--- config.mk ---
export PLATFORM = sky130hd
export DESIGN_NAME = fifo_tree_gather
export DESIGN_NICKNAME = d
export VERILOG_FILES = /design/src/verilog/fifo_tree_pkg.sv /design/src/verilog/lane_buffer.sv /design/src/verilog/word_serializer.sv /design/src/verilog/fifo_tree_gather.sv
export VERILOG_INCLUDE_DIRS = /design/src /design/src/include
export SDC_FILE = /design/constraint.sdc
export NUM_CORES = 1
export LEC_CHECK = 0
export BUFFER_PORTS_ARGS = -buffer_cell sky130_fd_sc_hd__clkbuf_2
export CELL_PAD_IN_SITES_DETAIL_PLACEMENT = 0
export CELL_PAD_IN_SITES_GLOBAL_PLACEMENT = 2
export CORE_ASPECT_RATIO = 0.8
export CORE_UTILIZATION = 46
export CTS_CLUSTER_DIAMETER = 100
export DETAILED_ROUTE_END_ITERATION = 8
export PLACE_DENSITY = 0.81
export SLEW_MARGIN = 5
export SYNTH_ARGS = -nofsm -noshare
export SYNTH_HDL_FRONTEND = slang
export SYNTH_HIERARCHICAL = 1
export SYNTH_SLANG_ARGS = --single-unit
--- constraint.sdc ---
create_clock -name clk -period 13.1 [get_ports clk]
set_input_delay 2.62 -clock clk [delete_from_list [all_inputs] [get_ports clk]]
set_output_delay 2.62 -clock clk [all_outputs]
set_load 0.01 [all_outputs]
--- src/include/fifo_tree_defines.svh ---
// Widths are fixed here for the whole gather stage. FT_LANE_BITS must stay equal to clog2 of FT_NUM_LANES
`ifndef FIFO_TREE_DEFINES_SVH
`define FIFO_TREE_DEFINES_SVH

// Data word carried by every leaf lane
`define FT_WORD_WIDTH 36

// Leaf lanes feeding this gather stage
`define FT_NUM_LANES 5

// Lane index width
// Kept by hand in step with FT_NUM_LANES
// Also wide enough for a batch count up to FT_NUM_LANES when the
// lane count is not a power of two
`define FT_LANE_BITS 3

// Flattened bus width for all lanes together
// Lane k sits at bits k*FT_WORD_WIDTH upward
`define FT_FLAT_WIDTH (`FT_NUM_LANES * `FT_WORD_WIDTH)

`endif

--- src/verilog/fifo_tree_pkg.sv ---
// Shared types for the gather stage. The lane index width comes from the defines header
`default_nettype none

`include "fifo_tree_defines.svh"

package fifo_tree_pkg;

    // Lane number carried as the tag on each output word
    typedef logic [`FT_LANE_BITS-1:0] lane_idx_t;

    // Serializer control states
    // SER_IDLE waits for a snapshot from the lane buffer
    // SER_EMIT drains the packed batch one word per cycle
    typedef enum logic {
        SER_IDLE = 1'b0,   // No batch held
        SER_EMIT = 1'b1    // Batch words remain
    } ser_state_t;

endpackage

`default_nettype wire

--- src/verilog/lane_buffer.sv ---
// Holds one word per lane. A write to an occupied lane is dropped unless that lane is snapped in the same cycle
`timescale 1ns/1ns
`default_nettype none

`include "fifo_tree_defines.svh"

module lane_buffer (
    input  logic                        clk,
    input  logic                        reset,
    input  logic [`FT_NUM_LANES-1:0]    lane_wr_i,    // Write strobe per lane
    input  logic [`FT_FLAT_WIDTH-1:0]   lane_data_i,  // Lane k in slice k
    input  logic                        busy_i,       // Serializer still draining
    output logic                        snap_o,       // Handover pulse
    output logic [`FT_NUM_LANES-1:0]    snap_mask_o,  // Lanes holding a word
    output logic [`FT_FLAT_WIDTH-1:0]   snap_data_o,  // Words of the handover
    output logic                        overflow_o    // Dropped write, one cycle late
);

    logic [`FT_WORD_WIDTH-1:0] hold_q [`FT_NUM_LANES];  // Pending words
    logic [`FT_NUM_LANES-1:0]  pend_q;                 // Pending flags
    logic                      snap_take;              // Handover at this edge
    logic [`FT_NUM_LANES-1:0]  wr_accept;              // Writes that land
    logic [`FT_NUM_LANES-1:0]  wr_drop;                // Writes that are lost

    // Serializer idle and no handover already in flight.
    // busy_i only rises one edge after snap_o, so snap_o blocks that gap
    assign snap_take = (|pend_q) && !busy_i && !snap_o;

    // Empty lane, or its old word leaves with this snapshot
    assign wr_accept = lane_wr_i & (~pend_q | {`FT_NUM_LANES{snap_take}});
    assign wr_drop   = lane_wr_i & ~wr_accept;

    // Pending flags
    always_ff @(posedge clk) begin
        if (reset) begin
            pend_q <= '0;                      // All lanes empty
        end else if (snap_take) begin
            pend_q <= wr_accept;               // Only writes of the snap cycle remain
        end else begin
            pend_q <= pend_q | wr_accept;
        end
    end

    // Word storage per lane
    always_ff @(posedge clk) begin
        for (int k = 0; k < `FT_NUM_LANES; k++) begin
            if (wr_accept[k]) begin
                hold_q[k] <= lane_data_i[k*`FT_WORD_WIDTH +: `FT_WORD_WIDTH];
            end
        end
    end

    // Handover strobe, mask and overflow flag
    always_ff @(posedge clk) begin
        if (reset) begin
            snap_o      <= 1'b0;
            snap_mask_o <= '0;
            overflow_o  <= 1'b0;
        end else begin
            snap_o     <= snap_take;
            overflow_o <= |wr_drop;            // Several drops in one cycle give one pulse
            if (snap_take) begin
                snap_mask_o <= pend_q;         // Old flags, before this cycle's writes
            end
        end
    end

    // Snapshot words
    // Taken from the holding registers before any write of the same edge
    always_ff @(posedge clk) begin
        if (snap_take) begin
            for (int k = 0; k < `FT_NUM_LANES; k++) begin
                snap_data_o[k*`FT_WORD_WIDTH +: `FT_WORD_WIDTH] <= hold_q[k];
            end
        end
    end

endmodule

`default_nettype wire

--- src/verilog/word_serializer.sv ---
// Emits only the valid words of a snapshot in ascending lane order. There is no back-pressure and a snap while busy is ignored
`timescale 1ns/1ns
`default_nettype none

`include "fifo_tree_defines.svh"

module word_serializer (
    input  logic                          clk,
    input  logic                          reset,
    input  logic                          snap_i,       // Handover pulse
    input  logic [`FT_NUM_LANES-1:0]      snap_mask_i,  // Lanes with a word
    input  logic [`FT_FLAT_WIDTH-1:0]     snap_data_i,  // Lane k in slice k
    output logic                          busy_o,       // Batch words remain
    output logic [`FT_WORD_WIDTH-1:0]     out_data_o,
    output fifo_tree_pkg::lane_idx_t      out_lane_o,   // Source lane of out_data_o
    output logic                          out_valid_o   // Level, one cycle per word
);

    // Count needs one more code than the index to reach FT_NUM_LANES
    logic [`FT_LANE_BITS:0]    pack_cnt;                    // Valid words in snapshot
    logic [`FT_WORD_WIDTH-1:0] pack_data [`FT_NUM_LANES];   // Compacted words
    fifo_tree_pkg::lane_idx_t  pack_lane [`FT_NUM_LANES];   // Their lane tags

    logic [`FT_WORD_WIDTH-1:0] buf_data_q [`FT_NUM_LANES];  // Batch held for emission
    fifo_tree_pkg::lane_idx_t  buf_lane_q [`FT_NUM_LANES];
    logic [`FT_LANE_BITS:0]    cnt_q;                       // Words in current batch
    logic [`FT_LANE_BITS:0]    rd_idx_q;                    // Next slot to emit
    logic                      load;                        // Accept a snapshot
    logic                      last_word;                   // Final slot this cycle
    fifo_tree_pkg::ser_state_t state_q;

    // Compaction of masked lanes into the low slots
    always_comb begin
        pack_cnt = '0;
        for (int k = 0; k < `FT_NUM_LANES; k++) begin
            pack_data[k] = '0;                               // Unused slots stay zero
            pack_lane[k] = '0;
        end
        for (int k = 0; k < `FT_NUM_LANES; k++) begin
            if (snap_mask_i[k]) begin
                pack_data[pack_cnt[`FT_LANE_BITS-1:0]] =
                    snap_data_i[k*`FT_WORD_WIDTH +: `FT_WORD_WIDTH];
                pack_lane[pack_cnt[`FT_LANE_BITS-1:0]] = fifo_tree_pkg::lane_idx_t'(k);
                pack_cnt = pack_cnt + 1'b1;
            end
        end
    end

    assign load      = snap_i && (state_q == fifo_tree_pkg::SER_IDLE) && (pack_cnt != '0);
    assign last_word = (rd_idx_q + 1'b1) == cnt_q;

    // High from the snap edge until the edge of the last word
    assign busy_o = (state_q == fifo_tree_pkg::SER_EMIT);

    // FSM and read pointer
    always_ff @(posedge clk) begin
        if (reset) begin
            state_q     <= fifo_tree_pkg::SER_IDLE;
            cnt_q       <= '0;
            rd_idx_q    <= '0;
            out_valid_o <= 1'b0;
        end else begin
            out_valid_o <= 1'b0;                             // Default no word
            case (state_q)
                fifo_tree_pkg::SER_IDLE: begin
                    if (load) begin
                        cnt_q    <= pack_cnt;
                        rd_idx_q <= '0;
                        state_q  <= fifo_tree_pkg::SER_EMIT;
                    end
                end
                fifo_tree_pkg::SER_EMIT: begin
                    out_valid_o <= 1'b1;
                    rd_idx_q    <= rd_idx_q + 1'b1;
                    if (last_word) begin
                        state_q <= fifo_tree_pkg::SER_IDLE;  // Stop at the word count
                    end
                end
                default: state_q <= fifo_tree_pkg::SER_IDLE;
            endcase
        end
    end

    // Batch buffer, only loaded from idle
    always_ff @(posedge clk) begin
        if (load) begin
            for (int k = 0; k < `FT_NUM_LANES; k++) begin
                buf_data_q[k] <= pack_data[k];
                buf_lane_q[k] <= pack_lane[k];
            end
        end
    end

    // Output word and tag
    always_ff @(posedge clk) begin
        if (state_q == fifo_tree_pkg::SER_EMIT) begin
            out_data_o <= buf_data_q[rd_idx_q[`FT_LANE_BITS-1:0]];
            out_lane_o <= buf_lane_q[rd_idx_q[`FT_LANE_BITS-1:0]];
        end
    end

endmodule

`default_nettype wire

--- src/verilog/fifo_tree_gather.sv ---
// Gather stage of the FIFO tree. Output words must be taken when valid since there is no back-pressure
`timescale 1ns/1ns
`default_nettype none

`include "fifo_tree_defines.svh"

module fifo_tree_gather (
    input  logic                          clk,
    input  logic                          reset,
    input  logic [`FT_NUM_LANES-1:0]      lane_wr_i,    // Write strobe per leaf lane
    input  logic [`FT_FLAT_WIDTH-1:0]     lane_data_i,  // Flattened lane words
    output logic [`FT_WORD_WIDTH-1:0]     out_data_o,   // Serialized word
    output fifo_tree_pkg::lane_idx_t      out_lane_o,   // Lane tag
    output logic                          out_valid_o,
    output logic                          overflow_o    // Dropped lane write
);

    // Handover between lane buffer and serializer
    logic                       snap;
    logic [`FT_NUM_LANES-1:0]   snap_mask;
    logic [`FT_FLAT_WIDTH-1:0]  snap_data;
    logic                       busy;      // Serializer draining a batch

    // Leaf side holding registers
    lane_buffer lane_buffer_i (
        .clk         (clk),
        .reset       (reset),
        .lane_wr_i   (lane_wr_i),
        .lane_data_i (lane_data_i),
        .busy_i      (busy),
        .snap_o      (snap),
        .snap_mask_o (snap_mask),
        .snap_data_o (snap_data),
        .overflow_o  (overflow_o)
    );

    // Packs and emits one batch at a time
    word_serializer word_serializer_i (
        .clk         (clk),
        .reset       (reset),
        .snap_i      (snap),
        .snap_mask_i (snap_mask),
        .snap_data_i (snap_data),
        .busy_o      (busy),
        .out_data_o  (out_data_o),
        .out_lane_o  (out_lane_o),
        .out_valid_o (out_valid_o)
    );

endmodule

`default_nettype wire

### Word level (Yosys, flattened, before mapping)

Memory sizes are Yosys's and may differ from the RTL's. A register that Yosys moved wholly into a read port is not among the register bits.
Cells that the tools add are included.

* output and inout port bits: 41
* bits in registers: 22
* RAM bits: 375
* memories: 3

* magnitude comparators: 8
* mux-type cells: 52
* reductions and logical operators: 14
* eq/ne operators: 2
* add/sub/neg operators: 5
* bitwise operators: 20

Memories
* lane_buffer_i.hold_q: words 5, width 36, read ports 5, clocked after Yosys merged registers in 5, write ports 5, RTL line lane_buffer.sv:19 `` logic [`FT_WORD_WIDTH-1:0] hold_q [`FT_NUM_LANES]; ``
* word_serializer_i.buf_data_q: words 5, width 36, read ports 1, clocked after Yosys merged registers in 1, write ports 5, RTL line word_serializer.sv:24 `` logic [`FT_WORD_WIDTH-1:0] buf_data_q [`FT_NUM_LANES]; ``
* word_serializer_i.buf_lane_q: words 5, width 3, read ports 1, clocked after Yosys merged registers in 1, write ports 5, RTL line word_serializer.sv:25 `` fifo_tree_pkg::lane_idx_t buf_lane_q [`FT_NUM_LANES]; ``

Operator list (number)
* $bwmux 180: 4
* $mux 180: 4
* $demux 36 s3: 4
* $mux 36: 5
* $mux 15: 3
* $demux 3 s3: 4
* $and 10x10->10: 2
* $mux 4: 5
* $not 10->10: 2
* $add 4x1->4 const B: 4
* $ge 4x4->1 const B: 4
* $lt 4x1->1 const B: 4
* $and 5x5->5: 3
* $mux 1: 15
* $not 5->5: 3
* $or 5x5->5: 3
* $mux 13: 1
* $mux 3: 4
* $not 3->4: 3
* $or 10x10->10: 1
* $reduce_or 5->1: 2
* $logic_and 1x1->1: 8
* $pmux 4 s2: 1
* $mux 5: 1
* other kinds (10): 11

### Depth between registers and ports, before layout

* word-level depth: 15
* mapped depth: 14
* depth with buffers taken out: 14

### By module

Netlist, hierarchy kept.

Modules (own cells, without submodules)
* word_serializer: cells an instance 1208, times used 1, area each 13574.3 µm²
* lane_buffer: cells an instance 418, times used 1, area each 11317.1 µm²

### Worst setup path after synthesis

No wires, ideal clock.

* kind: flip-flop to flip-flop
* from: reg word_serializer_i.state_q (netlist: word_serializer_i/busy_o)
* to: reg lane_buffer_i.snap_data_o[0], read port of lane_buffer_i.hold_q, enable pin
* period minus slack after synthesis: 6642 ps
* setup slack: 6458 ps
* stages on the path, launching flop included: 4
* data arrival time: 6037 ps
* cells stage by stage: dfxtp_1 -> or2_1 -> buf_2 -> a21oi_2

* word-level cells in the longest chain between the ends: 3

RTL lines
* start: declaration: RTL line word_serializer.sv:30 `fifo_tree_pkg::ser_state_t state_q;`
* start signal: assignment: RTL line word_serializer.sv:58 `state_q <= fifo_tree_pkg::SER_IDLE;`
* start signal: assignment: RTL line word_serializer.sv:69 `state_q <= fifo_tree_pkg::SER_EMIT;`
* start signal: assignment: RTL line word_serializer.sv:76 `state_q <= fifo_tree_pkg::SER_IDLE;`
* $logic_not 1->1: RTL line lane_buffer.sv:27 `assign snap_take = (|pend_q) && !busy_i && !snap_o;`
* $logic_and 1x1->1 (2 in a row): RTL line lane_buffer.sv:27
* net lane_buffer_i.snap_take: RTL line lane_buffer.sv:21 `logic snap_take;`
* end: declaration: RTL line lane_buffer.sv:15 `` output logic [`FT_FLAT_WIDTH-1:0] snap_data_o, ``

The timed path passes the listed nets, and every way through them passes these cells.
A chain may end at the register's enable or synchronous reset.

==> flow_summary.toml <==
[place]
dp_cells = 2449
hpwl_um = 37100
numPortBuffers = 227
gp_congestion = 0.828
pre_cts_ws_ps = 7410

[critical_path]
critical_path.top_delay_family = "simple AND/OR/NAND/NOR gates"
crit_fanout = 126
cp.required_ps = 13340
crit_start = "lane_buffer_i/snap_mask_o[0]$_SDFFE_PP0P_"
critical-path-slowest-cell = "buf_4"
cp_common_cell = "ha_1"
crit_cells = 15
end_kind = "flip-flop"
slowest_delay_ps = 900
cp-start-kind = "flip-flop"
crit_arrival_ps = 5890
critPathKind = "reg2reg"
path_cells = "buf_4 > inv_1 > ha_1 > and2_2 > nor2_1 > ha_1 > nand2_2 > o31ai_4 > ha_1 > and2b_2 > nand3_1 > o21ai_1 > o21bai_4 > nand2_8 > buf_4"
crit_buf_inv = 3
reg2reg_from = "lane_buffer_i/snap_mask_o[0]$_SDFFE_PP0P_"
r2r_end = "word_serializer_i/buf_data_q[4][18]$_DFFE_PP_"
rrSetupSlack_ps = 7450
r2r_cells = 15

[clock_network]
clock_latency_ps = 620
root_buffer = "clkbuf_16"
cts.path.max_buffers = 3
cts.clk_slew.worst_paths_ps = 60
cts.sinks = 615
ctsResizeCount = 0
post_cts_buffers = 0
cts_tree = "done"
htreeDepth = 2
cts_hold_buf = 0
cts_buffers = 59

[min_path]
hp-start = "lane_buffer_i/hold_q[0][116]$_DFFE_PP_"
hold_path_end = "lane_buffer_i/snap_data_o[116]$_DFFE_PP_"
hold_class = "reg2reg"
hold_depth = 0

[drt]
drc = 0
wl_per_cell_um = 25.1
drt_wl_total_um = 64200
antenna_left = 0
vias = 15100
via_per_inst = 5.90
firstDrtPassIters = 6
drt-initial-drc-count = 1550

[synthesis]
synth.most_common_cell = "edfxtp_1"
ys_top_cells_by_count = "edfxtp_1, nor2_1, nand2_1"
ys_ff_latch = 615
yosys.cell_types.count = 67
synth-main-ff-cell = "edfxtp_1"
ys_top_cells_by_area = "edfxtp_1, mux4_2, nor2_1"
synth_async_sr_flop_share_pct = 0
ys_seq_area_share_pct = 73.3
synth_warnings = 6
netlist.area_leader.share_pct = 71.5
syn_nets = 1822
netlist_area_um2 = 24900
yosys.area.top_type = "edfxtp_1"
syn-instance-count = 1626
syn_area_per_cell_um2 = 15.3
synth_edf_count = 593

[power]
leakagePower_uw = 0.00981
pwr-share-seq_pct = 54.9
p_comb_share_pct = 14.2
clkPwrFrac_pct = 30.9
p_sw_share_pct = 27.9
power_density_nw_per_um2 = 188
switchingPower_uw = 1490
ir_drop_mv = 0.102
internal_power_uw = 3860
report.power.total_uw = 5350

[die]
die_area_um2 = 55100
pin_count = 228
start_util_pct = 47.0
die_w_um = 262
num_rows = 75
design.core.area_um2 = 52900
die_y_um = 210

[timing]
layout_setup_ws_ps = 7450
min_period_ps = 5650
fmax_ghz = 0.177
whs_ps = 415
clock_skew_ps = 10.1
fin_setup_tns_ps = 0
finalHoldViolations = 0
finalSetupViolCount = 0
rsz0062_at_grt = "no"
worstMarginPinSlew_ps = 1240
slew_viol_final = 0
min_period_over_period_pct = 43.1
slew_headroom_pct = 16.9

[layout]
finalNonFillerCells = 2560
antennaDiodeCount = 0
drive_above_1_share_pct = 24.9
fillCellCount = 4329
area_delta_synth_final_pct = 14.4
final_nets = 2013

[grt]
grt_usage_pct = 23.4
grt_first_pass_wirelength_um = 94300
grt_pass1_vias = 14800
grt_max_degree = 127
antenna_found_initial = 1
gr-total-overflow = 0

[job]
cap_violations = 0

[run_status]
outcome = "complete, no violations"
## layout make-up
cell class	instances	area, um^2	area share, %
Sequential cell	615	18300	64.1
Multi-Input combinational cell	882	6140	21.6
Clock buffer	73	1560	5.48
Timing Repair Buffer	249	1300	4.57
Tap cell	693	867	3.05
Clock inverter	38	303	1.06
Inverter	10	37.5	0.132
## sequential cells by signal (all words and copies together), names as in the netlist
signal / flops
word_serializer_i/out_valid_o: 1
lane_buffer_i/snap_data_o: 180
lane_buffer_i/overflow_o: 1
lane_buffer_i/pend_q: 5
lane_buffer_i/snap_mask_o: 5
word_serializer_i/buf_lane_q: 14
lane_buffer_i/hold_q: 180
word_serializer_i/rd_idx_q: 4
lane_buffer_i/snap_o: 1
word_serializer_i/cnt_q: 4
word_serializer_i/busy_o: 1
word_serializer_i/buf_data_q: 180
word_serializer_i/out_lane_o: 3
word_serializer_i/out_data_o: 36
## routing by layer
metal / share of wire, % / track usage, %
met5: 0 / 0
met3: 8.6 / 4.62
met2: 46 / 36.1
met1: 43 / 33.7
met4: 2.3 / 7.20
## cells by family after synthesis
| family | synth area share (%) |
|---|---|
| xor gates and xnor gates | 0.538 |
| adders and majority gates | 0.483 |
| muxes | 5.34 |
| and+or+nand+nor | 6.73 |
| DFF | 73.3 |
| AOI/OAI and AO/OA | 11.0 |
| buffers and inverters | 2.57 |
## how the worst max path moves through the flow
| stage | to |
|---|---|
| floorplan | lane_buffer_i/snap_data_o[0]$_DFFE_PP_ |
| global placement | word_serializer_i/buf_data_q[0][18]$_DFFE_PP_ |
| detailed placement | word_serializer_i/buf_data_q[4][18]$_DFFE_PP_ |
| CTS | word_serializer_i/buf_data_q[0][25]$_DFFE_PP_ |
| global route | word_serializer_i/buf_data_q[4][24]$_DFFE_PP_ |
| finish | word_serializer_i/buf_data_q[4][18]$_DFFE_PP_ |
## cell usage in the layout (no fill, tap or decap), types with 15 or more instances in the layout
cell and count:
buf_4 22, a31oi_1 40, a22oi_1 37, nand2_1 126, o21ai_1 15, edfxtp_1 593, dfxtp_1 16, a22o_1 36
clkbuf_16 59, a222oi_1 36, nand3_1 41, a21oi_1 85, mux2_2 37, clkbuf_2 227, o21ai_0 102, nor2_1 134
a221o_1 36, mux4_2 39, nor3_1 38
## power groups by stage
| stage | registers (uW) | logic [uW] | clock network, uW |
|---|---|---|---|
| floorplan | 2870 | 539 | 0 |
| global placement | 2970 | 752 | 0 |
| detailed placement | 2980 | 761 | 0 |
| CTS | 2940 | 762 | 1680 |
| global route | 2980 | 823 | 1760 |
| finish | 2930 | 761 | 1650 |
## metrics by stage
| stage | instance area, um^2 | utilization (%) |
|---|---|---|
| 6_report | 28500 | 53.8 |
| 3_3_place_gp | 26600 | 50.3 |
| 3_5_place_dp | 26600 | 50.3 |
| 2_1_floorplan | 24900 | - |
| 4_1_cts | 28500 | 53.8 |
| 5_1_grt | 28500 | 53.8 |
No activity file was read; power rests on OpenSTA's default activity.
